File: src/rtl/fu_pkg.sv
`default_nettype none

package fu_pkg;

	localparam int XLEN        = 64;
	localparam int PRF_IDX_W   = 6;
	localparam int ROB_IDX_W   = 6;	// includes wrap bit
	localparam int MULT_STAGES = 3;
	localparam int MULT_PART_W = (XLEN + MULT_STAGES - 1) / MULT_STAGES;	// opb bits per stage

	typedef logic [XLEN-1:0]      word_t;
	typedef logic [PRF_IDX_W-1:0] prf_tag_t;
	typedef logic [ROB_IDX_W-1:0] rob_idx_t;

	localparam prf_tag_t ZERO_REG = prf_tag_t'(31);	// no register write

	typedef enum logic [1:0] {
		SEL_NONE,
		SEL_ALU,
		SEL_BR,
		SEL_MULT
	} fu_sel_e;

	typedef enum logic [3:0] {
		OP_ADD,
		OP_SUB,
		OP_AND,
		OP_OR,
		OP_XOR,
		OP_SLL,
		OP_SRL,
		OP_CMPEQ,
		OP_CMPLT,
		OP_MULQ,
		OP_BEQ,
		OP_BNE,
		OP_BLT,
		OP_JMP
	} fu_op_e;

endpackage

`default_nettype wire

File: src/rtl/fu_if.sv
`timescale 1ns/100ps
`default_nettype none


// one per unit, result moves on vld && grant
interface fu_result_if import fu_pkg::*; ();
	logic     vld;
	logic     wr_en;
	prf_tag_t tag;
	word_t    value;
	rob_idx_t rob_idx;
	logic     grant;

	modport unit (output vld, wr_en, tag, value, rob_idx, input grant);
	modport arb  (input vld, wr_en, tag, value, rob_idx, output grant);
endinterface

`default_nettype wire

File: src/rtl/fu_ctrl.sv
`timescale 1ns/100ps
`default_nettype none

module fu_ctrl import fu_pkg::*; (
	input  logic        clk,
	input  logic        reset_i,
	input  logic        iss_vld_i,
	input  fu_sel_e     iss_sel_i,
	input  logic        recovery_i,
	output logic        iss_rdy_o,
	output logic        alu_start_o,
	output logic        br_start_o,
	output logic        mult_start_o,
	fu_result_if.arb    alu_res,
	fu_result_if.arb    br_res,
	fu_result_if.arb    mult_res,
	output logic        done_o,
	output logic        cdb_vld_o,
	output prf_tag_t    cdb_tag_o,
	output word_t       cdb_value_o,
	output rob_idx_t    rob_idx_o,
	output logic        br_done_o
);

	logic [MULT_STAGES-1:0] mult_sched_q;	// bit n set: product n+1 cycles old
	logic                   iss_fire;
	logic                   win_vld;
	logic                   win_wr;

	assign iss_rdy_o = ~((alu_res.vld & ~alu_res.grant) | (br_res.vld & ~br_res.grant));
	assign iss_fire  = iss_vld_i & iss_rdy_o & ~recovery_i;

	always_comb begin
		alu_start_o  = 1'b0;
		br_start_o   = 1'b0;
		mult_start_o = 1'b0;
		if (iss_fire) begin
			case (iss_sel_i)
				SEL_ALU:  alu_start_o  = 1'b1;
				SEL_BR:   br_start_o   = 1'b1;
				SEL_MULT: mult_start_o = 1'b1;
				default:  ;	// SEL_NONE retires nothing here
			endcase
		end
	end

	// multiplier slot is known ahead, fixed latency
	always_ff @(posedge clk) begin
		if (reset_i || recovery_i)
			mult_sched_q <= '0;
		else
			mult_sched_q <= {mult_sched_q[MULT_STAGES-2:0], mult_start_o};
	end

	assign mult_res.grant = mult_sched_q[MULT_STAGES-1];
	assign br_res.grant   = br_res.vld & ~mult_res.grant;
	assign alu_res.grant  = alu_res.vld & ~mult_res.grant & ~br_res.vld;

	always_comb begin
		win_vld     = 1'b0;
		win_wr      = 1'b0;
		cdb_tag_o   = ZERO_REG;
		cdb_value_o = '0;
		rob_idx_o   = '0;
		if (mult_res.grant && mult_res.vld) begin
			win_vld     = 1'b1;
			win_wr      = mult_res.wr_en;
			cdb_tag_o   = mult_res.tag;
			cdb_value_o = mult_res.value;
			rob_idx_o   = mult_res.rob_idx;
		end else if (br_res.grant) begin
			win_vld     = 1'b1;
			win_wr      = br_res.wr_en;
			cdb_tag_o   = br_res.tag;
			cdb_value_o = br_res.value;
			rob_idx_o   = br_res.rob_idx;
		end else if (alu_res.grant) begin
			win_vld     = 1'b1;
			win_wr      = alu_res.wr_en;
			cdb_tag_o   = alu_res.tag;
			cdb_value_o = alu_res.value;
			rob_idx_o   = alu_res.rob_idx;
		end
	end

	assign done_o    = win_vld & ~recovery_i;
	assign cdb_vld_o = win_wr & ~recovery_i;
	assign br_done_o = br_res.grant & ~recovery_i;

endmodule

`default_nettype wire

File: src/flat_wrapper.sv
// flat-port wrapper written by rule: the top's interface ports become plain ports
module fu_ctrl_flat import fu_pkg::*;
  (clk, reset_i, iss_vld_i, iss_sel_i, recovery_i, iss_rdy_o, alu_start_o, br_start_o, mult_start_o, done_o, cdb_vld_o, cdb_tag_o, cdb_value_o, rob_idx_o, br_done_o, alu_res_vld, alu_res_wr_en, alu_res_tag, alu_res_value, alu_res_rob_idx, alu_res_grant, br_res_vld, br_res_wr_en, br_res_tag, br_res_value, br_res_rob_idx, br_res_grant, mult_res_vld, mult_res_wr_en, mult_res_tag, mult_res_value, mult_res_rob_idx, mult_res_grant);
  fu_result_if alu_res_i ();
  fu_result_if br_res_i ();
  fu_result_if mult_res_i ();
  input  logic clk;
  input  logic reset_i;
  input  logic iss_vld_i;
  input  fu_sel_e iss_sel_i;
  input  logic recovery_i;
  output logic iss_rdy_o;
  output logic alu_start_o;
  output logic br_start_o;
  output logic mult_start_o;
  output logic done_o;
  output logic cdb_vld_o;
  output prf_tag_t cdb_tag_o;
  output word_t cdb_value_o;
  output rob_idx_t rob_idx_o;
  output logic br_done_o;
  input wire logic [$bits(alu_res_i.vld)-1:0] alu_res_vld;
  input wire logic [$bits(alu_res_i.wr_en)-1:0] alu_res_wr_en;
  input wire logic [$bits(alu_res_i.tag)-1:0] alu_res_tag;
  input wire logic [$bits(alu_res_i.value)-1:0] alu_res_value;
  input wire logic [$bits(alu_res_i.rob_idx)-1:0] alu_res_rob_idx;
  output wire logic [$bits(alu_res_i.grant)-1:0] alu_res_grant;
  input wire logic [$bits(br_res_i.vld)-1:0] br_res_vld;
  input wire logic [$bits(br_res_i.wr_en)-1:0] br_res_wr_en;
  input wire logic [$bits(br_res_i.tag)-1:0] br_res_tag;
  input wire logic [$bits(br_res_i.value)-1:0] br_res_value;
  input wire logic [$bits(br_res_i.rob_idx)-1:0] br_res_rob_idx;
  output wire logic [$bits(br_res_i.grant)-1:0] br_res_grant;
  input wire logic [$bits(mult_res_i.vld)-1:0] mult_res_vld;
  input wire logic [$bits(mult_res_i.wr_en)-1:0] mult_res_wr_en;
  input wire logic [$bits(mult_res_i.tag)-1:0] mult_res_tag;
  input wire logic [$bits(mult_res_i.value)-1:0] mult_res_value;
  input wire logic [$bits(mult_res_i.rob_idx)-1:0] mult_res_rob_idx;
  output wire logic [$bits(mult_res_i.grant)-1:0] mult_res_grant;
  assign alu_res_i.vld = alu_res_vld;
  assign alu_res_i.wr_en = alu_res_wr_en;
  assign alu_res_i.tag = alu_res_tag;
  assign alu_res_i.value = alu_res_value;
  assign alu_res_i.rob_idx = alu_res_rob_idx;
  assign alu_res_grant = alu_res_i.grant;
  assign br_res_i.vld = br_res_vld;
  assign br_res_i.wr_en = br_res_wr_en;
  assign br_res_i.tag = br_res_tag;
  assign br_res_i.value = br_res_value;
  assign br_res_i.rob_idx = br_res_rob_idx;
  assign br_res_grant = br_res_i.grant;
  assign mult_res_i.vld = mult_res_vld;
  assign mult_res_i.wr_en = mult_res_wr_en;
  assign mult_res_i.tag = mult_res_tag;
  assign mult_res_i.value = mult_res_value;
  assign mult_res_i.rob_idx = mult_res_rob_idx;
  assign mult_res_grant = mult_res_i.grant;
  fu_ctrl u_core (.clk(clk), .reset_i(reset_i), .iss_vld_i(iss_vld_i), .iss_sel_i(iss_sel_i), .recovery_i(recovery_i), .iss_rdy_o(iss_rdy_o), .alu_start_o(alu_start_o), .br_start_o(br_start_o), .mult_start_o(mult_start_o), .alu_res(alu_res_i), .br_res(br_res_i), .mult_res(mult_res_i), .done_o(done_o), .cdb_vld_o(cdb_vld_o), .cdb_tag_o(cdb_tag_o), .cdb_value_o(cdb_value_o), .rob_idx_o(rob_idx_o), .br_done_o(br_done_o));
endmodule
File: config.mk
export PLATFORM = sky130hd
export DESIGN_NAME = fu_ctrl_flat
export DESIGN_NICKNAME = d
export VERILOG_FILES = /design/src/rtl/fu_pkg.sv /design/src/rtl/fu_if.sv /design/src/rtl/fu_ctrl.sv /design/src/flat_wrapper.sv
export SDC_FILE = /design/constraint.sdc
export NUM_CORES = 1
export LEC_CHECK = 0
export BUFFER_PORTS_ARGS = -buffer_cell sky130_fd_sc_hd__buf_2
export CORE_AREA = 2 2 126 128
export CTS_CLUSTER_SIZE = 16
export DETAILED_ROUTE_END_ITERATION = 8
export DIE_AREA = 0 0 128 130
export GPL_TIMING_DRIVEN = 0
export PLACE_DENSITY = 0.53
export SETUP_SLACK_MARGIN = 0.05
export SKIP_CTS_REPAIR_TIMING = 1
export SLEW_MARGIN = 40
export SYNTH_ARGS = -nofsm -noshare
export SYNTH_HDL_FRONTEND = slang
export SYNTH_SLANG_ARGS = --single-unit
export TNS_END_PERCENT = 100
File: constraint.sdc
create_clock -name clk -period 2.9 [get_ports clk]
set_clock_uncertainty 0.05 [all_clocks]
set_input_delay 0.58 -clock clk [delete_from_list [all_inputs] [get_ports clk]]
set_output_delay 0.58 -clock clk [all_outputs]
set_load 0.05 [all_outputs]
* Word level (Yosys, flattened, before mapping) *
Cells that the tools add are included.
Widths: inputs -> output; s select.

word-level totals
  bits in registers = 3
  bits of input ports = 240
  logic and storage cells = 44

operators by class
  eq/ne operators = 3
  multiplexer cells = 21
  bitwise operators = 17
  reductions and logical operators = 2

operators by type and width
  operator            count
  $mux 64             3
  $mux 6              6
  $mux 1              12
  $and 1x1->1         10
  $not 1->1           6
  $eq 2x2->1 const B  2
  $eq 2x1->1 const B  1
  $logic_and 1x1->1   1
  $logic_or 1x1->1    1
  $or 1x1->1          1

* Longest topological paths before layout *
  depth after elaboration = 10
  gate-level depth with buffers = 5
  depth with buffers taken out = 2

* Worst setup path after synthesis *
Ideal clock, no wire load.

  kind = input port to output port
  start = input port br_res_vld
  end = output port alu_start_o
  arrival = 2.734 ns
  data required time = 2.270 ns
  slack = -0.464 ns
  cell stages on the path = 3
  path buffers = 1
  path through = buf_4 maj3_2 nor4b_1

on the way
  word-level cells in the longest chain between the ends = 9
  elaborated cells between the ends (all ways) = 12
  those cells by class = 1 x mux; 11 x bitwise

RTL lines
  element                       RTL line            text
  start, declared               flat_wrapper.sv:28  input wire logic [$bits(br_res_i.vld)-1:0] br_res_vld;
  $not 1->1                     fu_ctrl.sv:57       assign alu_res.grant = alu_res.vld & ~mult_res.grant & ~br_res.vld;
  $and 1x1->1                   fu_ctrl.sv:57
  $not 1->1                     fu_ctrl.sv:30       assign iss_rdy_o = ~((alu_res.vld & ~alu_res.grant) | (br_res.vld & ~br_res.grant));
  $and 1x1->1                   fu_ctrl.sv:30
  $or 1x1->1 (*)                fu_ctrl.sv:30
  $not 1->1 (*)                 fu_ctrl.sv:30
  $and 1x1->1 (*) (2 in a row)  fu_ctrl.sv:31       assign iss_fire = iss_vld_i & iss_rdy_o & ~recovery_i;
  $mux 1 (*)                    fu_ctrl.sv:37       if (iss_fire) begin
  end, declared                 flat_wrapper.sv:13  output logic alu_start_o;

Every way passes the cells marked *; elsewhere a longest branch is shown, timed or not.

* Worst setup path after layout *
  start = register u_core.mult_sched_q[2]
  end = output port cdb_tag_o[3]

on the way
  word-level cells in the longest chain between the ends = 6
  elaborated cells between the ends (all ways) = 8
  those cells by class = 3 x mux; 4 x bitwise; 1 x reduce/logical

RTL lines
  element                   RTL line                      text
  start, declared           fu_ctrl.sv:25                 logic [MULT_STAGES-1:0] mult_sched_q;
  start signal, assigned    fu_ctrl.sv:52                 mult_sched_q <= {mult_sched_q[MULT_STAGES-2:0], mult_start_o};
  $not 1->1                 fu_ctrl.sv:56, fu_ctrl.sv:57
  $and 1x1->1 (2 in a row)  fu_ctrl.sv:57
  $mux 6                    fu_ctrl.sv:77                 end else if (alu_res.grant) begin
  $mux 6                    fu_ctrl.sv:71                 end else if (br_res.grant) begin
  $mux 6 (*)                fu_ctrl.sv:65                 if (mult_res.grant && mult_res.vld) begin
  end, declared             flat_wrapper.sv:18            output prf_tag_t cdb_tag_o;

Marks and branches as above.

==> impl_metrics.env <==
export IMPL_endpoint_kind="output port"
export IMPL_viasPerCell=5.02
export IMPL_status="completed"
export IMPL_die_w_um=128
export IMPL_path_clk_slew_ns=0.03
export IMPL_cpPeakStageDelay_ns=0.41
export IMPL_critPathLaunchType="flop"
export IMPL_timing_reg2reg_setup_slack_ns=1.62
export IMPL_ant_nets=0
export IMPL_routedWlPerCell_um=18.5
export IMPL_postSynthCellCount=395
export IMPL_rsz0062_at_grt="false"
export IMPL_num_rows=46
export IMPL_r2r_cells=3
export IMPL_hold_viol_final=0
export IMPL_p_per_area_nw_per_um2=210
export IMPL_cts_buffers=3
export IMPL_worstSkewPairLatency_ns=0.22
export IMPL_top_register="u_core.mult_sched_q"
export IMPL_cts_tree="done"
export IMPL_grt_pass1_wl_um=24100
export IMPL_grt_pass1_vias=4391
export IMPL_antenna_found_initial=0
export IMPL_critPathMaxFanout=10
export IMPL_critPathKind="flop to output port"
export IMPL_netlist_area_um2=3050
export IMPL_crit_slowest_cell="clkbuf_1"
export IMPL_swShare_pct=52.1
export IMPL_synth_nets=635
export IMPL_finalCritPeriodShare_pct=92.7
export IMPL_reg_top3="u_core.mult_sched_q x3"
export IMPL_grtUsageTotal_pct=18.1
export IMPL_grt_overflow_total=0
export IMPL_crit_path_end="cdb_tag_o[3]"
export IMPL_stdcell_count=913
export IMPL_syn_avg_cell_area_um2=7.72
export IMPL_drcViolationCount=0
export IMPL_r2r_end="u_core.mult_sched_q[0]$_SDFF_PP0_"
export IMPL_fill_cells=1723
export IMPL_switching_power_uw=550
export IMPL_routabilityCongestion=0.847
export IMPL_first_iter_violations=227
export IMPL_final_util_pct=32.6
export IMPL_seq_power_share_pct=4.0
export IMPL_max_freq_mhz=372
export IMPL_finalCriticalPeriod_ns=2.69
export IMPL_initial_core_util_pct=19.8
export IMPL_drtPass1Iterations=7
export IMPL_slew_violations=0
export IMPL_worstPathCellList="buf_4, buf_4, clkbuf_1, nand3_1, o31ai_2, buf_2"
export IMPL_h_tree_depth=1
export IMPL_root_buffer="clkbuf_16"
export IMPL_p_clk_share_pct=20.7
export IMPL_routed_wl_um=16900
export IMPL_layout_drive_gt1_share_pct=50.5
export IMPL_yosysSeqAreaShare_pct=1.97
export IMPL_clk_path_buf_depth=2
export IMPL_port_buffers=322
export IMPL_die_h_um=130
export IMPL_ys_warn_count=0
export IMPL_cp_arrival_ns=2.06
export IMPL_startpoint="u_core.mult_sched_q[2]$_SDFF_PP0_"
export IMPL_grt_max_degree=11
export IMPL_dpl_hpwl_um=13500
export IMPL_p_int_uw=505
export IMPL_drv_cap=0
export IMPL_core_area_um2=15400
export IMPL_die_area_um2=16600
export IMPL_fin_total_pwr_mw=1.06
export IMPL_worstPathRequired_ns=2.27
export IMPL_diodes=0
export IMPL_io_pin_count=326
export IMPL_largest_reg_flops=3
export IMPL_hp_class="flop to flop"
export IMPL_combPwrFrac_pct=75.4
export IMPL_worst_pin_slew_ns=0.476
export IMPL_layout_nets=962
export IMPL_leakage_nw=2.58
export IMPL_ir_drop_mv=0.196
export IMPL_crit_path_frequent_cell="buf_4"
export IMPL_dp_cells=909
export IMPL_vias=4579
export IMPL_slew_headroom_pct=68.3
export IMPL_r2r_start="u_core.mult_sched_q[2]$_SDFF_PP0_"
export IMPL_cts_sinks=3
export IMPL_ys_ff_latch=3
export IMPL_setup_violations=0
export IMPL_ys_types=26
export IMPL_area_growth_syn_to_layout_pct=64.8
-- power by group through the flow --
stage	logic [mW]	clock network, mW	registers, mW
CTS	0.797	0.219	0.0418
detailed placement	0.795	0	0.0423
floorplan	0.505	0	0.0423
global route	0.842	0.225	0.0418
finish	0.795	0.218	0.0418
global placement	0.794	0	0.0423
-- critical path: cells and delay by family, from the launching register on --
kind | cells | cell delay, ns
flip-flops | 1 | 0.34
AO/OA/AOI/OAI | 1 | 0.12
buffers and inverters | 4 | 1.21
AND/OR/NAND/NOR | 1 | 0.16
-- cells in the final DEF (no fill, tap or decap) --
master       n
nor2b_2      1
a31oi_1     71
nor3_1       1
o31ai_2      5
nand3b_1    72
and3b_1     71
nor4b_2      1
buf_6        1
clkbuf_2     1
maj3_2       1
nand2b_1     1
nor2b_1      1
dfxtp_1      3
a221oi_2     1
buf_2      343
clkbuf_16    3
nand2_1      2
nor2_1       1
buf_4        4
nor4b_1      7
a21oi_1      2
nand4bb_1   71
clkbuf_4     2
nand2_4      1
nand3_1      5
inv_1        1
o21bai_1     1
and2_1       3
clkbuf_1    38
nor3b_1      6
-- area by class of cell --
cell class / instances / area (um^2) / area share [%]
Buffer: 66 / 303 / 6.02
Clock buffer: 4 / 78.8 / 1.57
Tap cell: 192 / 240 / 4.78
Sequential cell: 3 / 60.1 / 1.19
Inverter: 1 / 3.75 / 0.0747
Multi-Input combinational cell: 325 / 2730 / 54.2
Timing Repair Buffer: 322 / 1610 / 32.1
-- cells by family after synthesis --
logic type      count (synthesis)  share of synthesized area, %
flops                           3                          1.97
simple gates                  244                          71.1
buf+inv                        67                          9.93
fa+ha+maj                       1                         0.369
compound gates                 80                          16.7
-- cell usage after synthesis --
cell type / instances / area share [%]
a21oi_1: 2 / 0.33
nand4bb_1: 71 / 26
and2_1: 3 / 0.62
and3b_1: 71 / 20
nand2_2: 1 / 0.21
nand2b_1: 1 / 0.21
maj3_2: 1 / 0.37
nor3_1: 1 / 0.16
inv_1: 1 / 0.12
o31ai_1: 5 / 1.2
nand2_1: 2 / 0.25
a31oi_1: 71 / 15
nor4b_1: 7 / 2.0
a221oi_1: 1 / 0.29
nor2b_1: 2 / 0.41
nor3b_1: 6 / 1.5
nand3b_1: 72 / 18
buf_6: 1 / 0.37
nor4b_2: 1 / 0.49
nand3_1: 5 / 0.82
o21bai_1: 1 / 0.25
nor2_1: 1 / 0.12
buf_2: 23 / 3.8
dfxtp_1: 3 / 2.0
buf_4: 4 / 0.98
clkbuf_1: 38 / 4.7
-- worst min path at each step --
| stage | start | to | slack, ns | depth (start not counted) |
|---|---|---|---|---|
| global route | u_core.mult_sched_q[1]$_SDFF_PP0_ | u_core.mult_sched_q[2]$_SDFF_PP0_ | 0.39 | 1 |
| detailed placement | u_core.mult_sched_q[0]$_SDFF_PP0_ | u_core.mult_sched_q[1]$_SDFF_PP0_ | 0.37 | 1 |
| floorplan | u_core.mult_sched_q[0]$_SDFF_PP0_ | u_core.mult_sched_q[1]$_SDFF_PP0_ | 0.36 | 1 |
| CTS | u_core.mult_sched_q[0]$_SDFF_PP0_ | u_core.mult_sched_q[1]$_SDFF_PP0_ | 0.38 | 1 |
| global placement | u_core.mult_sched_q[0]$_SDFF_PP0_ | u_core.mult_sched_q[1]$_SDFF_PP0_ | 0.36 | 1 |
| finish | u_core.mult_sched_q[0]$_SDFF_PP0_ | u_core.mult_sched_q[1]$_SDFF_PP0_ | 0.38 | 1 |
-- routing by layer --
layer  vias up  wire length (um)  track usage [%]
li1       2247                 -                -
met1      2114              7360             23.1
met2       204              8390             33.7
met3        14               981             1.97
met4         0               178             2.59
met5         -                 0                0
-- through the flow --
stage / hold slack, ns / instance area [um^2] / TNS [ns] / worst slack (ns)
floorplan: 0.356 / 3080 / -0.928 / -0.464
global placement: 0.359 / 4940 / 0 / 0.184
detailed placement: 0.372 / 4940 / 0 / 0.170
CTS: 0.379 / 5010 / -0.467 / -0.0928
global route: 0.392 / 5030 / 0 / 0.0708
finish: 0.377 / 5030 / 0 / 0.211
Power figures use the tool's default switching activity.
