===== config.mk =====
export PLATFORM = sky130hd
export DESIGN_NAME = fu_br_flat
export DESIGN_NICKNAME = d
export VERILOG_FILES = /design/src/rtl/fu_pkg.sv /design/src/rtl/fu_if.sv /design/src/rtl/fu_br.sv /design/src/flat_wrapper.sv
export SDC_FILE = /design/constraint.sdc
export NUM_CORES = 1
export LEC_CHECK = 0
export CORE_UTILIZATION = 41
export DETAILED_ROUTE_END_ITERATION = 16
export DONT_BUFFER_PORTS = 1
export SYNTH_ARGS = -nofsm -noshare
export SYNTH_HDL_FRONTEND = slang
export SYNTH_SLANG_ARGS = --single-unit
export TNS_END_PERCENT = 5

===== constraint.sdc =====
create_clock -name clk -period 4.24 [get_ports clk]
set_input_delay 0.424 -clock clk [delete_from_list [all_inputs] [get_ports clk]]
set_output_delay 0.424 -clock clk [all_outputs]
set_load 0.05 [all_outputs]

===== src/rtl/fu_pkg.sv =====
`default_nettype none

package fu_pkg;

	localparam int XLEN        = 64;
	localparam int PRF_IDX_W   = 6;
	localparam int ROB_IDX_W   = 6;	// includes wrap bit
	localparam int MULT_STAGES = 3;
	localparam int MULT_PART_W = (XLEN + MULT_STAGES - 1) / MULT_STAGES;	// opb bits per stage

	typedef logic [XLEN-1:0]      word_t;
	typedef logic [PRF_IDX_W-1:0] prf_tag_t;
	typedef logic [ROB_IDX_W-1:0] rob_idx_t;

	localparam prf_tag_t ZERO_REG = prf_tag_t'(31);	// no register write

	typedef enum logic [1:0] {
		SEL_NONE,
		SEL_ALU,
		SEL_BR,
		SEL_MULT
	} fu_sel_e;

	typedef enum logic [3:0] {
		OP_ADD,
		OP_SUB,
		OP_AND,
		OP_OR,
		OP_XOR,
		OP_SLL,
		OP_SRL,
		OP_CMPEQ,
		OP_CMPLT,
		OP_MULQ,
		OP_BEQ,
		OP_BNE,
		OP_BLT,
		OP_JMP
	} fu_op_e;

endpackage

`default_nettype wire


===== src/rtl/fu_if.sv =====
`timescale 1ns/100ps
`default_nettype none

// issue bundle, shared by all units
interface fu_issue_if import fu_pkg::*; ();
	fu_op_e   op;
	word_t    opa;
	word_t    opb;
	prf_tag_t dest_tag;
	rob_idx_t rob_idx;
	word_t    npc;

	modport src  (output op, opa, opb, dest_tag, rob_idx, npc);
	modport unit (input  op, opa, opb, dest_tag, rob_idx, npc);
endinterface

// one per unit, result moves on vld && grant
interface fu_result_if import fu_pkg::*; ();
	logic     vld;
	logic     wr_en;
	prf_tag_t tag;
	word_t    value;
	rob_idx_t rob_idx;
	logic     grant;

	modport unit (output vld, wr_en, tag, value, rob_idx, input grant);
	modport arb  (input vld, wr_en, tag, value, rob_idx, output grant);
endinterface

`default_nettype wire


===== src/rtl/fu_br.sv =====
`timescale 1ns/100ps
`default_nettype none

module fu_br import fu_pkg::*; (
	input  logic      clk,
	input  logic      reset_i,
	input  logic      start_i,
	input  logic      flush_i,
	fu_issue_if.unit  iss,
	fu_result_if.unit res,
	output logic      br_taken_o,
	output word_t     br_target_o
);

	logic     taken;
	logic     link;
	logic     vld_q;
	logic     taken_q;
	logic     link_q;
	word_t    target_q;
	word_t    npc_q;
	prf_tag_t tag_q;
	rob_idx_t rob_q;

	always_comb begin
		case (iss.op)
			OP_BEQ:  taken = (iss.opa == '0);
			OP_BNE:  taken = (iss.opa != '0);
			OP_BLT:  taken = iss.opa[XLEN-1];	// sign bit
			OP_JMP:  taken = 1'b1;
			default: taken = 1'b0;
		endcase
	end

	// only jumps link, and never to the zero register
	assign link = (iss.op == OP_JMP) && (iss.dest_tag != ZERO_REG);

	always_ff @(posedge clk) begin
		if (reset_i || flush_i)
			vld_q <= 1'b0;
		else if (start_i)
			vld_q <= 1'b1;
		else if (res.grant)
			vld_q <= 1'b0;
	end

	always_ff @(posedge clk) begin
		if (start_i) begin
			taken_q  <= taken;
			link_q   <= link;
			target_q <= (iss.op == OP_JMP) ? iss.opb : iss.npc + iss.opb;
			npc_q    <= iss.npc;
			tag_q    <= iss.dest_tag;
			rob_q    <= iss.rob_idx;
		end
	end

	assign res.vld     = vld_q;
	assign res.wr_en   = vld_q & link_q;
	assign res.tag     = tag_q;
	assign res.value   = npc_q;	// link value
	assign res.rob_idx = rob_q;
	assign br_taken_o  = vld_q & taken_q;
	assign br_target_o = target_q;

endmodule

`default_nettype wire


===== src/flat_wrapper.sv =====
// flat-port wrapper written by rule: the top's interface ports become plain ports
module fu_br_flat import fu_pkg::*;
  (clk, reset_i, start_i, flush_i, br_taken_o, br_target_o, iss_op, iss_opa, iss_opb, iss_dest_tag, iss_rob_idx, iss_npc, res_vld, res_wr_en, res_tag, res_value, res_rob_idx, res_grant);
  fu_issue_if iss_i ();
  fu_result_if res_i ();
  input  logic clk;
  input  logic reset_i;
  input  logic start_i;
  input  logic flush_i;
  output logic br_taken_o;
  output word_t br_target_o;
  input wire logic [$bits(iss_i.op)-1:0] iss_op;
  input wire logic [$bits(iss_i.opa)-1:0] iss_opa;
  input wire logic [$bits(iss_i.opb)-1:0] iss_opb;
  input wire logic [$bits(iss_i.dest_tag)-1:0] iss_dest_tag;
  input wire logic [$bits(iss_i.rob_idx)-1:0] iss_rob_idx;
  input wire logic [$bits(iss_i.npc)-1:0] iss_npc;
  output wire logic [$bits(res_i.vld)-1:0] res_vld;
  output wire logic [$bits(res_i.wr_en)-1:0] res_wr_en;
  output wire logic [$bits(res_i.tag)-1:0] res_tag;
  output wire logic [$bits(res_i.value)-1:0] res_value;
  output wire logic [$bits(res_i.rob_idx)-1:0] res_rob_idx;
  input wire logic [$bits(res_i.grant)-1:0] res_grant;
  assign iss_i.op = iss_op;
  assign iss_i.opa = iss_opa;
  assign iss_i.opb = iss_opb;
  assign iss_i.dest_tag = iss_dest_tag;
  assign iss_i.rob_idx = iss_rob_idx;
  assign iss_i.npc = iss_npc;
  assign res_vld = res_i.vld;
  assign res_wr_en = res_i.wr_en;
  assign res_tag = res_i.tag;
  assign res_value = res_i.value;
  assign res_rob_idx = res_i.rob_idx;
  assign res_i.grant = res_grant;
  fu_br u_core (.clk(clk), .reset_i(reset_i), .start_i(start_i), .flush_i(flush_i), .iss(iss_i), .res(res_i), .br_taken_o(br_taken_o), .br_target_o(br_target_o));
endmodule

# After elaboration in Yosys (flattened, before gate mapping)
# Cells that the tools add are included.
# classes
bitwise	2
reduce_logical	5
n_mux	4
addsub	1
eq_ne	5
# op_table
operator	n
$add 64x64->64	1
$logic_not 64->1	1
$mux 64	1
$reduce_bool 64->1	1
$eq 4x4->1 const B	4
$ne 6x5->1 const B	1
$pmux 1 s4	1
$and 1x1->1	2
$mux 1	2
$reduce_bool 2->1	1
$logic_and 1x1->1	1
$logic_or 1x1->1	1
# word_totals
elab_cells	24
reg_bits	143
in_bits	213
output_inout_bits	143

# Logic depth before layout (Yosys ltp)
# Gate-level depths: netlist of the first run.
# depth
depth_word	2
mapped_depth	11
mapped_depth_nobuf	11

# Least setup slack after synthesis of the first run
# Ideal clock, no wire load.
# synth_timing
kind	input-to-reg
from	input iss_npc[32]
to	register u_core.target_q[56], in the netlist u_core.br_target_o[56] (data pin)
required_time_ns	4.099
setup_slack_ns	1.107
path_buffers	1
arrival_ns	2.992
stages	11
setup_time_ns	0.141
cell_sequence	ha_1 > buf_2 > nand2_1 > or4_4 > or4_4 > a311oi_2 > nor3_2 > nor4_4 > nor2_2 > mux2_4 > a21oi_2
# synth_between
elab_chain_len	2
# synth_lines
element	line	source
from (decl)	flat_wrapper.sv:17	input wire logic [$bits(iss_i.npc)-1:0] iss_npc;
$add 64x64->64	fu_br.sv:51	target_q <= (iss.op == OP_JMP) ? iss.opb : iss.npc + iss.opb;
$mux 64	fu_br.sv:51	
to (signal assigned)	fu_br.sv:51	
to (decl)	fu_br.sv:20	word_t target_q;
# Every way passes these cells.
# A chain may end at the register's enable or synchronous reset.

# Final worst setup path of the first run
# layout_timing
from	input iss_npc[31]
to	register u_core.target_q[63], in the netlist u_core.br_target_o[63] (data pin)
# The elaborated chain is that of the path after synthesis.

==> key figures, run 1 <==
Setup path
  • CP endpoint kind: flop
  • WS Path Type: in -> reg
  • Max stage delay on crit path: 840 ps
  • Most used cell, CP: a21oi_1
  • Crit Path Max Fanout: 7
  • Worst path cell trace: ha_1, a21oi_1, a21oi_1, o311ai_1, nand4_1, o31ai_1, nor3_1, nor4bb_1, a211oi_1, nand4b_1
  • Worst EP required: 4410 ps
  • Arrival time worst endpoint: 3460 ps
  • Startpoint types: input pin
  • Max stage delay cell, worst path: o31ai_1

Place
  • GP Congestion: 0.864
  • Placed cell count: 1151
  • DPL Wire Length: 20.5 mm
  • I/O Buffers: 0

Layout
  • Reg area: 4280 um^2
  • Multi-input logic area: 4610 um^2
  • Fill count: 2056
  • Share of layout cells above drive strength 1: 6.42%
  • Post-Layout Cell Count: 1183
  • Antenna diode instance count: 0
  • Syn-to-layout area delta: 9.86%
  • Nets: 1167

STA
  • Fmax: 0.304 GHz
  • Final Hold Fails: 0
  • Final setup vio count: 0
  • Max-slew headroom: 37.1%
  • Worst-margin pin slew: 936 ps
  • Fin. max-slew vios: 0
  • Minimum clock period: 3290 ps
  • Tcrit/Tclk final: 77.7%
  • Final setup skew: 0 ps
  • TNS Setup: 0 ps
  • RSZ-0062 raised after global routing: false

Min path
  • Hold WC Path Type: in -> reg

Pwr
  • Clk pwr share: 35.0%
  • Worst vdd ir: 0.237 mV
  • Net switching power figure: 1.72 mW
  • Sequential share of power: 49.6%
  • Tot Pwr: 4.89 mW
  • Leakage power: 3.66 nW
  • Sw Share: 35.2%
  • Internal cell power: 3.17 mW
  • P per Cell Area: 489 nW/um^2
  • Combinational power share: 15.5%

Global route
  • Initial antenna violation count: 0
  • GRT Residual Overflow: 0
  • First-pass GRT wire length: 39.3 mm
  • Largest net degree at the start of global routing: 144
  • GRT Util Overall: 23.2%
  • Number of global-route vias before repair: 7093

Drt
  • Pre-Repair DR Iteration Count: 5
  • DRT iter0 DRCs: 555
  • DRC viols: 0
  • Average wire per standard cell: 22.7 um
  • Via Count: 7220
  • Vias per Instance: 6.10
  • Routed wire length: 26.9 mm
  • ANT nets after route: 0

Clock network
  • # clock sinks: 143
  • TritonCTS clock tree: yes
  • Hold_buf cts: 0
  • Post_cts resized: 0
  • Root Buffer Master: clkbuf_16
  • Bufs on Longest Clock Path: 2
  • Clk slew on worst S/H paths: 70 ps
  • CTS Buf Count: 17
  • Number of levels in the clock H-tree: 4
  • Post-CTS setup buffers: 0
  • Clk_lat worst skew: 430 ps

Logic synthesis
  • Syn Nets: 1182
  • Cell taking the most area after synthesis: edfxtp_1
  • Most numerous cell in the Yosys netlist: edfxtp_1
  • Yosys warning total: 0
  • Yosys top cell area share: 46.8%
  • Synthesized instance count: 905
  • Post-synth top flop: edfxtp_1
  • Synth Register Bits: 143
  • Asr flop ratio synth: 0%
  • Synth unique cells: 77
  • Top cells by area, synth: edfxtp_1 (47%), ha_1 (8.7%), a21oi_1 (6.4%)
  • Synthesized cell area: 9110 um^2
  • Mean Syn Cell Area: 10.1 um^2
  • Post-synthesis sequential area ratio: 47.0%
  • Synth top cells by count: edfxtp_1 (142), a21oi_1 (116), nor2_1 (80)
  • EDFF count, synth: 142

Floorplan
  • Die W: 151 um
  • Ports: 356
  • Die Y: 151 um
  • Die ar.: 22800 um^2
  • Initial cell density of the core: 41.8%
  • Row count: 54
  • Core area: 21800 um^2

Flow run
  • Max cap viols: 0

Outcome
  • Status: finished clean
## path summary, 6_finish.rpt
kind / from / endpoint / slack, ps / cells past startpoint
min reg2reg: u_core.res.vld / u_core.res.vld / 810 / 2
max reg2reg: u_core.res.vld / u_core.res.vld / 3220 / 2
min: reset_i / u_core.res.vld / 60 / 1
max: iss_npc[31] / u_core.br_target_o[63] / 950 / 10
## layer usage
layer,global-route usage (%),routed length [um],vias up
met3,7.14,2230,28
met5,0,0,-
met4,7.65,531,0
met1,26.5,10400,3404
met2,40.8,13700,331
li1,-,-,3457
## cells by family (layout without fill, tap and decap cells)
family / count (synthesis) / count (layout) / share of synthesized area, %
and+or+nand+nor: 300 / 300 / 16.8
AOI/OAI and AO/OA: 288 / 288 / 19.4
DFF: 143 / 143 / 47.0
adders and majority gates: 64 / 64 / 8.87
buffers and inverters: 56 / 54 / 2.51
xor gates and xnor gates: 49 / 49 / 4.71
muxes: 5 / 5 / 0.618
## area by class of cell
class	instances	area share, %
clock inverter	13	2.09
tap	280	3.50
clock buffer	19	4.52
timing repair buffer	5	0.375
multi-input combinational	706	46.1
sequential	143	42.8
inverter	17	0.637
## power by group through the flow
stage | clock [mW] | combinational, mW | sequential [mW]
detailed placement | 0 | 0.743 | 2.46
floorplan | 0 | 0.592 | 2.41
finish | 1.71 | 0.756 | 2.43
CTS | 1.74 | 0.751 | 2.43
global route | 1.79 | 0.842 | 2.44
global placement | 0 | 0.744 | 2.46
## placed cells by master (no fill, tap or decap), types with 22 or more instances in the layout
cell      netlist  layout
edfxtp_1      142     142
a21oi_1       116     116
nor2_1         80      80
nand2_1        72      72
ha_1           63      63
o21ai_0        44      44
a21o_1         27      27
xnor2_1        27      27
nand4_1        26      26
xor2_1         22      22
## stage by stage
| stage | utilization, % | setup WS [ps] | area [um^2] | hold slack [ps] |
|---|---|---|---|---|
| 6_report | 45.9 | 946 | 10000 | 61.4 |
| 5_1_grt | 45.9 | 746 | 10000 | 44.1 |
| 4_1_cts | 45.9 | 983 | 10000 | 47.7 |
| 3_5_place_dp | 42.8 | 543 | 9350 | 504 |
| 3_3_place_gp | 42.8 | 587 | 9350 | 501 |
| 2_1_floorplan | - | 1110 | 9110 | 501 |
## sequential cells by signal, summed over array words and instances, names as in the netlist
| register | count |
|---|---|
| u_core.br_target_o | 64 |
| u_core.res.value | 64 |
| u_core.res.tag | 6 |
| u_core.res.vld | 1 |
| u_core.taken_q | 1 |
| u_core.res.rob_idx | 6 |
| u_core.link_q | 1 |
## critical path: cells and delay by family
| family | cells | cell delay [ps] |
|---|---|---|
| AOI/OAI and AO/OA | 5 | 1660 |
| adders and majority gates | 1 | 380 |
| and+or+nand+nor | 4 | 980 |
Note: power is estimated with default switching activity, not from simulation.
==> run 2: changes to the inputs <==
Settings changed: ABC_AREA set to 1.
Clock period 4.24 ns to 2.8 ns, I/O delays scaled along.
==> run 2 against run 1 <==
Hold slack worse by 26 ps. Clock skew unchanged. Cell area rose by 30%. Non-clock buffer count grew 82. Sequential cell count is the same. Total power is 58% higher. Sequential power grew 47%. Sequential share of layout area is 9.9 points lower. Via count grew 45%. Cell count is 76% higher. Synthesized area up 22%. Register-to-register slack worse by 2100 ps.
==> key figures, run 2 <==
Drt
  • Via Count: 10500
  • DRT iter0 DRCs: 829
  • Average wire per standard cell: 18.7 um
  • DRC viols: 0
  • Pre-Repair DR Iteration Count: 7
  • Vias per Instance: 5.03
  • Routed wire length: 38.9 mm
  • ANT nets after route: 0

Place
  • DPL Wire Length: 30.5 mm
  • Dpl ws: 275 ps
  • I/O Buffers: 0
  • GP Congestion: 0.963

Floorplan
  • Die ar.: 27800 um^2
  • Row count: 59
  • Die W: 167 um
  • Initial cell density of the core: 42.2%
  • Ports: 356
  • Die Y: 167 um
  • Core area: 26400 um^2

STA
  • Tcrit/Tclk final: 75.9%
  • Minimum clock period: 2130 ps
  • Worst-margin pin slew: 871 ps
  • RSZ-0062 raised after global routing: false
  • Fin worst setup slack: 674 ps
  • TNS Setup: 0 ps
  • Max-slew headroom: 41.8%
  • Fin. max-slew vios: 0
  • Final setup vio count: 0
  • Final setup skew: 0 ps
  • Final Hold Fails: 0
  • Fmax: 0.470 GHz

Logic synthesis
  • Syn Nets: 1919
  • Synth Register Bits: 143
  • Asr flop ratio synth: 0%
  • Synthesized cell area: 11100 um^2
  • Post-synthesis sequential area ratio: 38.5%
  • Mean Syn Cell Area: 6.77 um^2
  • Synth top cells by count: nand2_1 (718), inv_1 (311), edfxtp_1 (142)
  • Cell taking the most area after synthesis: edfxtp_1
  • Yosys warning total: 0
  • Synthesized instance count: 1642
  • Most numerous cell in the Yosys netlist: nand2_1
  • Top cells by area, synth: edfxtp_1 (38%), nand2_1 (24%), inv_1 (11%)
  • Post-synth top flop: edfxtp_1
  • EDFF count, synth: 142
  • Yosys top cell area share: 38.4%
  • Synth unique cells: 33

Clock network
  • CTS Buf Count: 17
  • Bufs on Longest Clock Path: 2
  • Clk slew on worst S/H paths: 70 ps
  • Number of levels in the clock H-tree: 4
  • Post-CTS setup buffers: 0
  • # clock sinks: 143
  • Hold_buf cts: 82
  • Post_cts resized: 0
  • Root Buffer Master: clkbuf_16
  • Clk_lat worst skew: 420 ps
  • TritonCTS clock tree: yes

Global route
  • Largest net degree at the start of global routing: 72
  • GRT Residual Overflow: 0
  • GRT Util Overall: 28.2%
  • First-pass GRT wire length: 58.7 mm
  • Initial antenna violation count: 0
  • Number of global-route vias before repair: 10100

Pwr
  • Worst vdd ir: 0.424 mV
  • Tot Pwr: 7.74 mW
  • Leakage power: 6.65 nW
  • P per Cell Area: 595 nW/um^2

Setup path
  • Crit Path Max Fanout: 4
  • R2r endpoint: u_core.res.vld
  • Startpoint types: input pin
  • R2R cell count: 3
  • WS Path Type: in -> reg
  • Reg-to-reg critical path startpoint: u_core.res.vld
  • CP endpoint kind: flop
  • Worst EP required: 2980 ps
  • FF-to-FF setup slack: 1100 ps
  • Arrival time worst endpoint: 2310 ps

Layout
  • Share of layout cells above drive strength 1: 6.07%
  • Fill count: 2677
  • Antenna diode instance count: 0
  • Most common cell after layout, fill and taps aside: nand2_1
  • Nets: 2012
  • Syn-to-layout area delta: 17.0%
  • Commonest cells after routing, fill and taps aside: nand2_1 (717), inv_1 (311), edfxtp_1 (142), nor2_1 (97), nand3_1 (93)

Min path
  • Min-delay src: iss_opb[22]
  • Hold EP: u_core.br_target_o[22]
  • Hold Path Depth: 2
  • Hold WC Path Type: in -> reg

Outcome
  • Status: finished clean

Flow run
  • Max cap viols: 0
## run 2: cell types whose count changed in the layout (fill, tap and decap cells not counted), moves of 18 or more
cell,change
a21o_1,-27
xor2_1,-22
inv_1,+294
o21ai_0,-27
nand3_1,+76
a21oi_1,-66
dlygate4sd3_1,+81
xnor2_1,-18
nand2_1,+645
## run 2: metrics by stage
stage / hold WS [ps] / area, um^2 / cells / util [%]
after CTS: 9.90 / 13000 / 2082 / 49.4
after global placement: 358 / 11500 / 1969 / 43.7
after global routing: 6.60 / 13000 / 2082 / 49.4
after detailed placement: 363 / 11500 / 1969 / 43.7
after floorplan: 357 / 11100 / 1642 / -
final: 35.6 / 13000 / 2082 / 49.4
## run 2: worst max-delay path, stage by stage
cell and delay [ps]:
ha_1 230, fa_1 460, nand3_1 130, nand3_2 140
nand2_1 90, nand2_1 150, nand2_1 100, nand2_1 120
nand2_1 100, nand2_2 140, nand2_1 120, nand3_1 70
nand3_1 110, nand2_1 60
## run 2: how the worst max path moves through the flow
stage | to | slack (ps) | start | cells past startpoint
detailed placement | u_core.br_target_o[62] | 280 | iss_npc[0] | 14
global route | u_core.br_target_o[62] | 580 | iss_npc[0] | 14
finish | u_core.br_target_o[62] | 670 | iss_npc[0] | 14
global placement | u_core.br_target_o[44] | 280 | iss_npc[0] | 14
floorplan | u_core.br_target_o[24] | 740 | iss_npc[0] | 11
CTS | u_core.br_target_o[62] | 730 | iss_npc[0] | 14
## run 2: power breakdown
group	total (mW)	internal (mW)	switching, mW	leakage [nW]
registers	3.57	2.67	0.898	1.40
logic	1.57	0.539	1.03	4.95
clock network	2.60	1.59	1.02	0.303
## run 2: logic make-up after synthesis
family | share of synthesized area [%]
and+or+nand+nor | 39.0
buffers and inverters | 11.2
DFF | 38.5
AOI/OAI and AO/OA | 3.34
adders and majority gates | 7.27
xor gates and xnor gates | 0.709
## run 2: cell type report
type | count | area [um^2] | share of cell area (%)
tap | 335 | 419 | 3.22
sequential | 143 | 4280 | 32.9
multi-input combinational | 1171 | 5590 | 43.0
clock inverter | 13 | 213 | 1.64
timing repair buffer | 87 | 888 | 6.83
clock buffer | 18 | 429 | 3.30
inverter | 315 | 1180 | 9.09
## run 2: routing by layer
layer / vias to the layer above / GRT usage (%) / part of all wire [%]
li1: 5302 / - / -
met1: 4730 / 40.0 / 48
met2: 410 / 44.1 / 43
met3: 40 / 5.23 / 6.6
met4: 0 / 7.33 / 2.0
met5: - / 0 / 0
==> run 3: changes to the inputs <==
Clock period 2.8 ns to 2 ns, I/O delays scaled along.
==> run 3 against run 2 <==
The run now ends with negative hold slack left. Cell area increased by 11%. Die area is the same. Global-route usage increased by 1.1 points. Critical path type unchanged. Sequential cell count unchanged. First-iteration DRC count is 8.4% lower. Largest cell class unchanged. Clock power grew 27%. Core utilization is 5.5 points higher. Combinational power increased by 66%.
==> key figures, run 3 (synthesized netlist as in run 2, its figures left out) <==
Clock network
  • Clk slew on worst S/H paths: 70 ps
  • Clk_lat worst skew: 430 ps
  • Post-CTS setup buffers: 0
  • CTS Buf Count: 17
  • TritonCTS clock tree: yes
  • Root Buffer Master: clkbuf_16
  • Number of levels in the clock H-tree: 4
  • Bufs on Longest Clock Path: 2
  • # clock sinks: 143
  • Hold_buf cts: 138

Floorplan
  • Die ar.: 27800 um^2
  • Core area: 26400 um^2
  • Die Y: 167 um
  • Ports: 356
  • Initial cell density of the core: 42.2%
  • Die W: 167 um
  • Row count: 59

Drt
  • DRT iter0 DRCs: 759
  • Pre-Repair DR Iteration Count: 7
  • Vias per Instance: 4.97
  • ANT nets after route: 0
  • DRC viols: 0
  • Via Count: 11300
  • Routed wire length: 40.3 mm
  • Average wire per standard cell: 17.8 um

Flow run
  • Max cap viols: 0

Setup path
  • Reg-to-reg critical path startpoint: u_core.res.vld
  • FF-to-FF setup slack: 590 ps
  • Startpoint types: input pin
  • CP endpoint kind: flop
  • Worst path cell trace: ha_1, buf_4, nand2_1, nor2_1, nand2_1, inv_1, nand4_1, nand3_2, nand3_1, nand2_1, nand2_1, nand3_1, nand2_1
  • Crit Path Max Fanout: 3
  • R2R cell count: 3
  • Max stage delay on crit path: 310 ps
  • Max stage delay cell, worst path: ha_1
  • Critical path buffers and inverters: 2
  • Most used cell, CP: nand2_1
  • Arrival time worst endpoint: 2000 ps
  • Worst EP required: 2190 ps
  • Crit path max-delay family: simple AND/OR/NAND/NOR gates
  • R2r endpoint: u_core.res.vld
  • WS Path Type: in -> reg

STA
  • Final setup skew: 0 ps
  • Tcrit/Tclk final: 90.3%
  • Max-slew headroom: 61.3%
  • Final setup vio count: 0
  • Fmax: 0.553 GHz
  • Hold_ws: -104 ps
  • Worst-margin pin slew: 581 ps
  • Minimum clock period: 1810 ps
  • Fin worst setup slack: 193 ps
  • RSZ-0062 raised after global routing: false
  • Final Hold Fails: 19
  • Fin. max-slew vios: 0

Layout
  • Commonest cells after routing, fill and taps aside: nand2_1 (717), inv_1 (311), edfxtp_1 (142), dlygate4sd3_1 (138), buf_4 (128)
  • Nets: 2194
  • Post-Layout Cell Count: 2265
  • Fin area: 14500 um^2
  • Syn-to-layout area delta: 30.1%
  • Antenna diode instance count: 0
  • Fill count: 2605
  • Share of layout cells above drive strength 1: 12.0%
  • Most common cell after layout, fill and taps aside: nand2_1
  • Layout Utilization: 54.9%

Place
  • Dpl ws: -306 ps
  • DPL Wire Length: 31.6 mm
  • Placed cell count: 2095
  • GP Congestion: 0.967
  • Area post-placement: 12500 um^2
  • I/O Buffers: 0

Min path
  • Min-delay src: start_i
  • Hold EP: u_core.br_target_o[18]
  • Hold Path Depth: 0
  • Hold WC Path Type: in -> reg

Global route
  • Largest net degree at the start of global routing: 144
  • GRT Util Overall: 29.3%
  • GRT Residual Overflow: 0
  • Initial antenna violation count: 0
  • Number of global-route vias before repair: 11100
  • First-pass GRT wire length: 61.5 mm

Pwr
  • Leakage power: 7.47 nW
  • Tot Pwr: 10.9 mW
  • P per Cell Area: 754 nW/um^2
  • Worst vdd ir: 0.413 mV

Outcome
  • Status: finished, violations left
  • Failing checks: negative hold slack
==> run 3: cell count changes in the layout (fill, tap and decap cells not counted), sizes merged <==
cell	delta
clkinv	+2
inv	+1
clkbuf	+1
dlygate4sd3	+57
buf	+125
bufinv	-3
==> run 3: area by class of cell <==
class                           instances  area (um^2)  share of cell area, %
Multi-Input combinational cell       1171         5600                   38.7
Clock inverter                         13          139                  0.961
Sequential cell                       143         4280                   29.6
Timing Repair Buffer                  269         2400                   16.6
Clock buffer                           19          433                   2.99
Inverter                              315         1180                   8.18
Tap cell                              335          419                   2.90
==> run 3: worst max path at each step <==
stage                      startpoint                      to  slack, ps  cells after the start
after global routing      iss_npc[21]  u_core.br_target_o[62]         30                     14
final                     iss_npc[16]  u_core.br_target_o[36]        190                     13
after CTS                  iss_npc[0]  u_core.br_target_o[40]        130                     12
after global placement     iss_npc[0]  u_core.br_target_o[40]       -250                     12
after detailed placement   iss_npc[0]  u_core.br_target_o[40]       -310                     12
after floorplan            iss_npc[0]  u_core.br_target_o[24]         20                     11
==> run 3: stage by stage <==
stage / hold slack, ps / TNS (ps)
finish: -104 / 0
global route: -129 / 0
CTS: -123 / 0
detailed placement: 281 / -6990
global placement: 277 / -5580
floorplan: 277 / 0
==> run 3: layer usage <==
metal	track usage, %	vias up	wire length [um]
met1	40.8	5096	18900
met4	8.94	0	1020
met5	0	-	0
met2	46.3	443	17500
li1	-	5658	-
met3	5.20	58	2800
==> run 3: repair_timing <==
action	in CTS	in global routing
setup endpoints to repair	0	2
gates resized for setup	0	2
endpoints found under the hold margin	280	140
==> run 3: report_power, final <==
part	switching, mW	internal (mW)	total (mW)
clock	1.45	1.84	3.29
combinational	1.51	1.10	2.61
sequential	1.26	3.74	5.00
total	4.22	6.68	10.9
